==> config.mk <==
export PLATFORM = sky130hd
export DESIGN_NAME = fp_alu_top
export DESIGN_NICKNAME = d
export VERILOG_FILES = /design/src/fp_alu_pkg.sv /design/src/fp_op_if.sv /design/src/fp_op_decode.sv /design/src/fp_compare.sv /design/src/fp_classify.sv /design/src/fp_result_stage.sv /design/src/fp_alu_top.sv
export SDC_FILE = /design/constraint.sdc
export NUM_CORES = 1
export LEC_CHECK = 0
export BUFFER_PORTS_ARGS = -buffer_cell sky130_fd_sc_hd__buf_4
export CAP_MARGIN = 20
export CORE_MARGIN = 1.5
export CORE_UTILIZATION = 49
export DETAILED_ROUTE_END_ITERATION = 8
export GPL_TIMING_DRIVEN = 0
export PLACE_DENSITY = 0.77
export REMOVE_ABC_BUFFERS = 1
export SETUP_SLACK_MARGIN = 0.2
export SYNTH_ARGS = -nofsm -noshare
export SYNTH_HDL_FRONTEND = slang
export SYNTH_SLANG_ARGS = --single-unit
==> constraint.sdc <==
create_clock -name i_clk -period 9.08 [get_ports i_clk]
set_input_delay 1.816 -clock i_clk [delete_from_list [all_inputs] [get_ports i_clk]]
set_output_delay 1.816 -clock i_clk [all_outputs]
set_load 0.03 [all_outputs]
==> src/fp_alu_pkg.sv <==
package fp_alu_pkg;

    // single precision only
    localparam int FLEN    = 32;
    localparam int EXP_W   = 8;
    localparam int MAN_W   = 23;
    localparam int CLASS_W = 10;

    localparam logic [6:0] OPCODE_FP    = 7'b1010011;
    localparam logic [6:0] OPCODE_LOAD  = 7'b0000111;  // flw
    localparam logic [6:0] OPCODE_STORE = 7'b0100111;  // fsw

    localparam logic [6:0] FUNCT7_SGNJ   = 7'b0010000;
    localparam logic [6:0] FUNCT7_MINMAX = 7'b0010100;
    localparam logic [6:0] FUNCT7_COMP   = 7'b1010000;
    localparam logic [6:0] FUNCT7_CLASS  = 7'b1110000;  // also fmv.x.w
    localparam logic [6:0] FUNCT7_MVWX   = 7'b1111000;

    // positive quiet nan, top mantissa bit only
    localparam logic [FLEN-1:0] CANONICAL_NAN = 32'h7fc0_0000;

    typedef enum logic [3:0] {
        OP_NONE,
        OP_LOAD,
        OP_STORE,
        OP_FSGNJ,
        OP_FSGNJN,
        OP_FSGNJX,
        OP_FMIN,
        OP_FMAX,
        OP_FEQ,
        OP_FLT,
        OP_FLE,
        OP_FCLASS,
        OP_FMV_X_W,
        OP_FMV_W_X
    } fp_op_e;

    // same bit order as the fflags csr
    typedef struct packed {
        logic nv;
        logic dz;
        logic of;
        logic uf;
        logic nx;
    } fflags_t;

endpackage

==> src/fp_op_if.sv <==
`timescale 1ns/1ps

interface fp_op_if;
    import fp_alu_pkg::*;

    logic            valid;
    fp_op_e          op;
    logic [FLEN-1:0] in1;
    logic [FLEN-1:0] in2;

    modport decode (
        output valid,
        output op,
        output in1,
        output in2
    );

    modport exec (
        input valid,
        input op,
        input in1,
        input in2
    );

endinterface

==> src/fp_op_decode.sv <==
`timescale 1ns/1ps

module fp_op_decode (
    input  logic                          i_valid,
    input  logic [fp_alu_pkg::FLEN-1:0]   i_fp_in1,
    input  logic [fp_alu_pkg::FLEN-1:0]   i_fp_in2,
    input  logic [6:0]                    i_opcode,
    input  logic [2:0]                    i_funct3,
    input  logic [6:0]                    i_funct7,
    fp_op_if.decode                       o_op
);
    import fp_alu_pkg::*;

    fp_op_e op;

    always_comb begin
        op = OP_NONE;
        case (i_opcode)
            OPCODE_LOAD:  op = OP_LOAD;
            OPCODE_STORE: op = OP_STORE;
            OPCODE_FP: begin
                case (i_funct7)
                    FUNCT7_SGNJ: begin
                        case (i_funct3)
                            3'b000:  op = OP_FSGNJ;
                            3'b001:  op = OP_FSGNJN;
                            3'b010:  op = OP_FSGNJX;
                            default: op = OP_NONE;
                        endcase
                    end
                    FUNCT7_MINMAX: begin
                        case (i_funct3)
                            3'b000:  op = OP_FMIN;
                            3'b001:  op = OP_FMAX;
                            default: op = OP_NONE;
                        endcase
                    end
                    FUNCT7_COMP: begin
                        case (i_funct3)
                            3'b010:  op = OP_FEQ;
                            3'b001:  op = OP_FLT;
                            3'b000:  op = OP_FLE;
                            default: op = OP_NONE;
                        endcase
                    end
                    FUNCT7_CLASS: begin
                        case (i_funct3)
                            3'b001:  op = OP_FCLASS;
                            3'b000:  op = OP_FMV_X_W;
                            default: op = OP_NONE;
                        endcase
                    end
                    FUNCT7_MVWX: op = (i_funct3 == 3'b000) ? OP_FMV_W_X : OP_NONE;
                    default:     op = OP_NONE;
                endcase
            end
            default: op = OP_NONE;
        endcase
    end

    assign o_op.valid = i_valid;
    assign o_op.op    = op;
    assign o_op.in1   = i_fp_in1;  // operands pass straight through
    assign o_op.in2   = i_fp_in2;

endmodule

==> src/fp_compare.sv <==
`timescale 1ns/1ps

module fp_compare (
    fp_op_if.exec                         i_op,
    output logic [fp_alu_pkg::FLEN-1:0]   o_minmax,
    output logic                          o_cmp,
    output logic                          o_nv
);
    import fp_alu_pkg::*;

    logic            a_sign;
    logic            b_sign;
    logic [FLEN-2:0] a_mag;
    logic [FLEN-2:0] b_mag;
    logic            a_nan;
    logic            b_nan;
    logic            a_snan;
    logic            b_snan;
    logic            both_zero;
    logic            a_lt_b;
    logic            a_eq_b;
    logic            a_below_b;

    assign a_sign = i_op.in1[FLEN-1];
    assign b_sign = i_op.in2[FLEN-1];
    assign a_mag  = i_op.in1[FLEN-2:0];
    assign b_mag  = i_op.in2[FLEN-2:0];

    assign a_nan  = (a_mag[FLEN-2 -: EXP_W] == '1) && (a_mag[MAN_W-1:0] != '0);
    assign b_nan  = (b_mag[FLEN-2 -: EXP_W] == '1) && (b_mag[MAN_W-1:0] != '0);
    assign a_snan = a_nan && !a_mag[MAN_W-1];
    assign b_snan = b_nan && !b_mag[MAN_W-1];

    assign both_zero = (a_mag == '0) && (b_mag == '0);

    // ieee ordering, +0 and -0 equal
    always_comb begin
        if (a_sign != b_sign) begin
            a_lt_b = a_sign && !both_zero;
        end else if (a_sign) begin
            a_lt_b = b_mag < a_mag;  // both negative, bigger magnitude is smaller
        end else begin
            a_lt_b = a_mag < b_mag;
        end
    end

    assign a_eq_b    = (i_op.in1 == i_op.in2) || both_zero;
    assign a_below_b = a_lt_b || (both_zero && a_sign && !b_sign);  // -0 below +0 for min/max

    always_comb begin
        if (a_nan && b_nan) begin
            o_minmax = CANONICAL_NAN;
        end else if (a_nan) begin
            o_minmax = i_op.in2;
        end else if (b_nan) begin
            o_minmax = i_op.in1;
        end else if (i_op.op == OP_FMAX) begin
            o_minmax = a_below_b ? i_op.in2 : i_op.in1;
        end else begin
            o_minmax = a_below_b ? i_op.in1 : i_op.in2;
        end
    end

    always_comb begin
        o_cmp = 1'b0;
        o_nv  = 1'b0;
        case (i_op.op)
            OP_FMIN, OP_FMAX: o_nv = a_snan || b_snan;
            OP_FEQ: begin
                o_cmp = a_eq_b && !a_nan && !b_nan;
                o_nv  = a_snan || b_snan;  // quiet compare
            end
            OP_FLT: begin
                o_cmp = a_lt_b && !a_nan && !b_nan;
                o_nv  = a_nan || b_nan;
            end
            OP_FLE: begin
                o_cmp = (a_lt_b || a_eq_b) && !a_nan && !b_nan;
                o_nv  = a_nan || b_nan;
            end
            default: begin
                o_cmp = 1'b0;
                o_nv  = 1'b0;
            end
        endcase
    end

endmodule

==> src/fp_classify.sv <==
`timescale 1ns/1ps

module fp_classify (
    fp_op_if.exec                             i_op,
    output logic [fp_alu_pkg::CLASS_W-1:0]    o_class
);
    import fp_alu_pkg::*;

    logic             sign;
    logic [EXP_W-1:0] exp_f;
    logic [MAN_W-1:0] man_f;
    logic             is_inf;
    logic             is_nan;
    logic             is_norm;
    logic             is_sub;
    logic             is_zero;

    assign sign  = i_op.in1[FLEN-1];
    assign exp_f = i_op.in1[FLEN-2 -: EXP_W];
    assign man_f = i_op.in1[MAN_W-1:0];

    assign is_inf  = (exp_f == '1) && (man_f == '0);
    assign is_nan  = (exp_f == '1) && (man_f != '0);
    assign is_norm = (exp_f != '0) && (exp_f != '1);
    assign is_sub  = (exp_f == '0) && (man_f != '0);
    assign is_zero = (exp_f == '0) && (man_f == '0);

    // bit 0 is -inf, bit 9 is quiet nan
    assign o_class = {
        is_nan && man_f[MAN_W-1],
        is_nan && !man_f[MAN_W-1],
        !sign && is_inf,
        !sign && is_norm,
        !sign && is_sub,
        !sign && is_zero,
        sign && is_zero,
        sign && is_sub,
        sign && is_norm,
        sign && is_inf
    };

endmodule

==> src/fp_result_stage.sv <==
`timescale 1ns/1ps

module fp_result_stage (
    input  logic                              i_clk,
    input  logic                              i_reset,
    fp_op_if.exec                             i_op,
    input  logic [fp_alu_pkg::FLEN-1:0]       i_minmax,
    input  logic                              i_cmp,
    input  logic                              i_nv,
    input  logic [fp_alu_pkg::CLASS_W-1:0]    i_class,
    output logic                              o_valid,
    output logic [fp_alu_pkg::FLEN-1:0]       o_result,
    output fp_alu_pkg::fflags_t               o_fflags,
    output logic                              o_fp_reg_write
);
    import fp_alu_pkg::*;

    logic [FLEN-2:0] in1_mag;
    logic [FLEN-1:0] sel_result;
    logic [FLEN-1:0] next_result;
    logic            next_reg_write;
    logic            is_move;
    logic            sel_nan;
    fflags_t         next_fflags;

    assign in1_mag = i_op.in1[FLEN-2:0];

    always_comb begin
        sel_result     = '0;
        next_reg_write = 1'b0;
        case (i_op.op)
            OP_FSGNJ: begin
                sel_result     = {i_op.in2[FLEN-1], in1_mag};
                next_reg_write = 1'b1;
            end
            OP_FSGNJN: begin
                sel_result     = {~i_op.in2[FLEN-1], in1_mag};
                next_reg_write = 1'b1;
            end
            OP_FSGNJX: begin
                sel_result     = {i_op.in1[FLEN-1] ^ i_op.in2[FLEN-1], in1_mag};
                next_reg_write = 1'b1;
            end
            OP_FMIN, OP_FMAX: begin
                sel_result     = i_minmax;
                next_reg_write = 1'b1;
            end
            OP_FEQ, OP_FLT, OP_FLE: sel_result = {{(FLEN-1){1'b0}}, i_cmp};
            OP_FCLASS:              sel_result = {{(FLEN-CLASS_W){1'b0}}, i_class};
            OP_FMV_X_W:             sel_result = i_op.in1;  // to integer file
            OP_FMV_W_X: begin
                sel_result     = i_op.in1;
                next_reg_write = 1'b1;
            end
            OP_LOAD: next_reg_write = 1'b1;
            default: begin
                sel_result     = '0;
                next_reg_write = 1'b0;
            end
        endcase
    end

    // moves keep nan payloads
    assign is_move     = (i_op.op == OP_FMV_X_W) || (i_op.op == OP_FMV_W_X);
    assign sel_nan     = (sel_result[FLEN-2 -: EXP_W] == '1) && (sel_result[MAN_W-1:0] != '0);
    assign next_result = (sel_nan && !is_move) ? CANONICAL_NAN : sel_result;
    assign next_fflags = '{nv: i_nv, dz: 1'b0, of: 1'b0, uf: 1'b0, nx: 1'b0};

    always_ff @(posedge i_clk) begin
        if (i_reset) begin
            o_valid        <= 1'b0;
            o_result       <= '0;
            o_fflags       <= '0;
            o_fp_reg_write <= 1'b0;
        end else begin
            o_valid <= i_op.valid;
            if (i_op.valid) begin  // hold last result otherwise
                o_result       <= next_result;
                o_fflags       <= next_fflags;
                o_fp_reg_write <= next_reg_write;
            end
        end
    end

endmodule

==> src/fp_alu_top.sv <==
`timescale 1ns/1ps

module fp_alu_top (
    input  logic                          i_clk,
    input  logic                          i_reset,
    input  logic                          i_valid,
    input  logic [fp_alu_pkg::FLEN-1:0]   i_fp_in1,
    input  logic [fp_alu_pkg::FLEN-1:0]   i_fp_in2,
    input  logic [6:0]                    i_opcode,
    input  logic [2:0]                    i_funct3,
    input  logic [6:0]                    i_funct7,
    output logic                          o_valid,
    output logic [fp_alu_pkg::FLEN-1:0]   o_result,
    output logic [4:0]                    o_fflags,
    output logic                          o_fp_reg_write
);

    logic [fp_alu_pkg::FLEN-1:0]    minmax;
    logic                           cmp;
    logic                           nv;
    logic [fp_alu_pkg::CLASS_W-1:0] class_vec;

    fp_op_if op_if ();

    fp_op_decode u_decode (
        .i_valid   (i_valid),
        .i_fp_in1  (i_fp_in1),
        .i_fp_in2  (i_fp_in2),
        .i_opcode  (i_opcode),
        .i_funct3  (i_funct3),
        .i_funct7  (i_funct7),
        .o_op      (op_if.decode)
    );

    fp_compare u_compare (
        .i_op      (op_if.exec),
        .o_minmax  (minmax),
        .o_cmp     (cmp),
        .o_nv      (nv)
    );

    fp_classify u_classify (
        .i_op      (op_if.exec),
        .o_class   (class_vec)
    );

    // only registered stage
    fp_result_stage u_result (
        .i_clk          (i_clk),
        .i_reset        (i_reset),
        .i_op           (op_if.exec),
        .i_minmax       (minmax),
        .i_cmp          (cmp),
        .i_nv           (nv),
        .i_class        (class_vec),
        .o_valid        (o_valid),
        .o_result       (o_result),
        .o_fflags       (o_fflags),
        .o_fp_reg_write (o_fp_reg_write)
    );

endmodule

==> results_tabular.tex <==
\begin{tabular}{lr}
\hline
Metric & Value \\
\hline
\multicolumn{2}{l}{\textbf{Routing}} \\
DRC violations left & 0 \\
Via Count & roughly 5000 \\
Initial DRT Pass Iterations & 5 \\
Number of nets with antenna violations after detailed routing & 0 \\
Via-to-Cell Ratio & between 6 and 7 \\
Final wirelength & 14.3 mm \\
Avg WL per Cell & between 15 and 20 microns \\
Number of design-rule violations left by the first detailed-router iteration & around 380 \\
\multicolumn{2}{l}{\textbf{Power}} \\
Power after layout & approximately 0.00043 W \\
Power per cell area & $\sim$85 nW/um\^{}2 \\
Standby leakage power & 2.20 nW \\
Highest ir drop seen on vdd & approximately 0.000057 V \\
\multicolumn{2}{l}{\textbf{Timing}} \\
Maximum clock rate & between 0.15 and 0.2 GHz \\
Max-slew violations & 0 \\
Shortest clock period the worst path allows after layout & between 6000 and 7000 ps \\
Final Hold Violating Endpoints & 0 \\
Slew Limit Headroom & 0.299 \\
TNS Setup & 0 ps \\
Transition time of the tightest slew-check pin & about 1100 ps \\
RSZ-0062 raised after global routing & no \\
Total of endpoints with negative setup slack in the final report & 0 \\
Share of the clock period used by the worst path after layout & 0.706 \\
Worst clock skew on the final layout & 0 ps \\
\multicolumn{2}{l}{\textbf{Floorplanning}} \\
Initial Util & 0.514 \\
Boundary pin count & between 100 and 150 \\
Placement Rows & 32 \\
Chip width & approximately 94 microns \\
Chip height & between 90 and 100 microns \\
Core box area & roughly 8000 sq um \\
DIE AREA & 8780 sq um \\
\multicolumn{2}{l}{\textbf{Finish}} \\
Net total in the final layout & around 760 \\
Ratio of cells with drive above 1 in the final layout & 0.238 \\
Filler Cells Inserted & roughly 730 \\
Layout overhead on the synthesized area & 24.9\% \\
Ant. Diodes & 0 \\
Design area & between 5000 and 6000 sq um \\
\multicolumn{2}{l}{\textbf{GRT}} \\
Wire length of the first global-routing pass & 22.4 mm \\
Global-route layer with the greatest usage & met2 \\
Met2 Usage GRT & 0.511 \\
Initial antenna violation count & 0 \\
Remaining global-route overflow & 0 \\
Met1 Usage GRT & 0.439 \\
Overall routing resource usage & 0.320 \\
Via count of the first global-routing pass & between 4000 and 5000 \\
Met3 GRT Util & 0.0461 \\
Pin count of the biggest net entering global routing & 26 \\
\multicolumn{2}{l}{\textbf{Min path}} \\
Worst min path class & flop to flop \\
\multicolumn{2}{l}{\textbf{Outcome}} \\
Outcome & finished clean \\
\multicolumn{2}{l}{\textbf{Yosys}} \\
Cell accounting for the most synthesized area & sky130\_fd\_sc\_hd\_\_dfxtp\_1 \\
Dominant register cell in the synthesized netlist & sky130\_fd\_sc\_hd\_\_dfxtp\_1 \\
Sequential area share after synthesis & 0.174 \\
Number of enable-type register cells in the synthesized netlist & 0 \\
Cell Area, Synth & approximately 4000 sq um \\
Flops \& latches, synth & 35 \\
Most frequent cells after synthesis & sky130\_fd\_sc\_hd\_\_nand2\_1 (46), sky130\_fd\_sc\_hd\_\_nor2\_1 (43), sky130\_fd\_sc\_hd\_\_a21oi\_1 (40) \\
Async set-reset flop share out of synthesis & 0 \\
Top area cells in the synthesized netlist & sky130\_fd\_sc\_hd\_\_dfxtp\_1 (17\%), sky130\_fd\_sc\_hd\_\_ha\_1 (10\%), sky130\_fd\_sc\_hd\_\_a21oi\_1 (5.0\%) \\
Number of instances in the synthesized netlist & approximately 540 \\
Distinct cell type count after synthesis & 75 \\
Average footprint of a synthesized cell & approximately 7.4 sq um \\
Post-synth top area share & 0.174 \\
Top-count cell post-synth & sky130\_fd\_sc\_hd\_\_nand2\_1 \\
Number of synthesis warnings & 0 \\
\multicolumn{2}{l}{\textbf{Placed design}} \\
RePlAce Congestion & 0.959 \\
Cell area after placement & 4910 sq um \\
DP HPWL & $\sim$11 mm \\
PortBufs & 118 \\
\multicolumn{2}{l}{\textbf{Critical path}} \\
Critical path fanouts, max & 23 \\
Data arrival time of the worst path & around 6700 ps \\
Critical Path Source Type & primary input \\
Endpoint kind of the worst setup timing path & flop \\
Required time of the critical path & 9320 ps \\
Class of the most critical setup path & primary input to flop \\
\multicolumn{2}{l}{\textbf{Clock tree}} \\
Total clock sinks & 35 \\
CTS H-Tree Depth & 2 \\
TritonCTS clock tree & built \\
Clock input transition at the sequential cells of the worst setup and hold paths & about 80 ps \\
Number of buffers created by CTS & 5 \\
Root buffer selected by CTS & sky130\_fd\_sc\_hd\_\_clkbuf\_8 \\
Clock Latency Late Sink & around 280 ps \\
Maximum number of buffers from clock root to sink & 2 \\
Post-CTS setup buffer count & 0 \\
CTS hold repair buffers & 0 \\
Post-CTS Resized & 0 \\
\multicolumn{2}{l}{\textbf{Flow run}} \\
Max-cap viol count & 0 \\
\hline
\end{tabular}
[critical path, stage by stage]
cell and delay, ps:
sky130_fd_sc_hd__buf_4 120, sky130_fd_sc_hd__nor4_1 400, sky130_fd_sc_hd__nand4_1 410, sky130_fd_sc_hd__nor3_1 490
sky130_fd_sc_hd__nand4_1 190, sky130_fd_sc_hd__o211a_1 320, sky130_fd_sc_hd__a2111o_1 540, sky130_fd_sc_hd__and3_1 540
sky130_fd_sc_hd__a2111o_1 550, sky130_fd_sc_hd__nor4_1 420, sky130_fd_sc_hd__or4b_1 620, sky130_fd_sc_hd__a22o_1 220
[layout make-up]
type	instances	area [sq um]	area share
sequential	35	701	0.139
clock buffer	5	68.8	0.0137
clock inverter	3	43.8	0.00870
timing repair buffer	122	927	0.184
inverter	38	143	0.0283
multi-input combinational	444	3020	0.601
tap	102	128	0.0253
[per-stage QoR]
step | setup WS (ps) | cells | hold WS [ps] | util
6_report | 2670 | 749 | 461 | 0.642
5_1_grt | 2490 | 749 | 502 | 0.642
4_1_cts | 2860 | 748 | 464 | 0.640
3_5_place_dp | 2550 | 740 | 444 | 0.626
3_3_place_gp | 2200 | 737 | 438 | 0.622
2_1_floorplan | 3500 | 517 | 588 | -
[flip-flops by register name, summed over array words and instances, names as in the netlist]
signal                   flops
u_result.o_result           32
u_result.o_fflags            1
u_result.o_fp_reg_write      1
u_result.o_valid             1
[where the power goes]
part | leakage, nW | total, W | internal (W) | switching [W]
Clock | 0.0581 | 0.000147 | 0.0000819 | 0.0000647
Sequential | 0.283 | 0.000156 | 0.000155 | 0.000000823
Combinational | 1.86 | 0.000126 | 0.0000523 | 0.0000741
[kinds of logic after synthesis]
| logic type | synth area share |
|---|---|
| AO/OA/AOI/OAI | 0.324 |
| XOR/XNOR | 0.00652 |
| adder cells (fa/ha/maj) | 0.102 |
| buffers and inverters | 0.0794 |
| flip-flops | 0.174 |
| multiplexers | 0.00745 |
| other | 0.000930 |
| AND/OR/NAND/NOR | 0.306 |
[cell usage in the layout, fill, tap and decap left out, types with 4 or more instances in the layout]
master                     count
sky130_fd_sc_hd__a2111o_1      6
sky130_fd_sc_hd__a211oi_1      7
sky130_fd_sc_hd__a21o_1        6
sky130_fd_sc_hd__a21oi_1      40
sky130_fd_sc_hd__a221oi_1      8
sky130_fd_sc_hd__a22o_1       11
sky130_fd_sc_hd__a22oi_1      18
sky130_fd_sc_hd__a31oi_1       4
sky130_fd_sc_hd__and2_1        4
sky130_fd_sc_hd__and3_1       10
sky130_fd_sc_hd__and4_1        7
sky130_fd_sc_hd__buf_4       120
sky130_fd_sc_hd__clkbuf_8      5
sky130_fd_sc_hd__conb_1        4
sky130_fd_sc_hd__dfxtp_1      35
sky130_fd_sc_hd__ha_1         33
sky130_fd_sc_hd__inv_1        38
sky130_fd_sc_hd__nand2_1      46
sky130_fd_sc_hd__nand3_1      30
sky130_fd_sc_hd__nand3b_1      4
sky130_fd_sc_hd__nand4_1      16
sky130_fd_sc_hd__nor2_1       42
sky130_fd_sc_hd__nor3_1       17
sky130_fd_sc_hd__nor4_1       19
sky130_fd_sc_hd__o211ai_1      6
sky130_fd_sc_hd__o21ai_0      33
sky130_fd_sc_hd__or2_2         4
[final timing paths]
check | slack (ps) | to | from | cells after the start
hold reg to reg | 460 | u_result.o_result[20] | u_result.o_result[20] | 2
setup reg to reg | 8360 | u_result.o_result[25] | u_result.o_result[25] | 2
setup / recovery | 2670 | u_result.o_result[3] | i_fp_in2[17] | 12
hold / removal | 460 | u_result.o_result[20] | u_result.o_result[20] | 2
[layer usage]
metal	share of wire	up-vias	wire (microns)
met5	0	-	0
met2	0.47	306	6690
li1	-	2292	-
met1	0.41	2286	5850
met4	0.016	0	234
met3	0.10	33	1490
No activity file was read; power rests on OpenSTA's default activity.
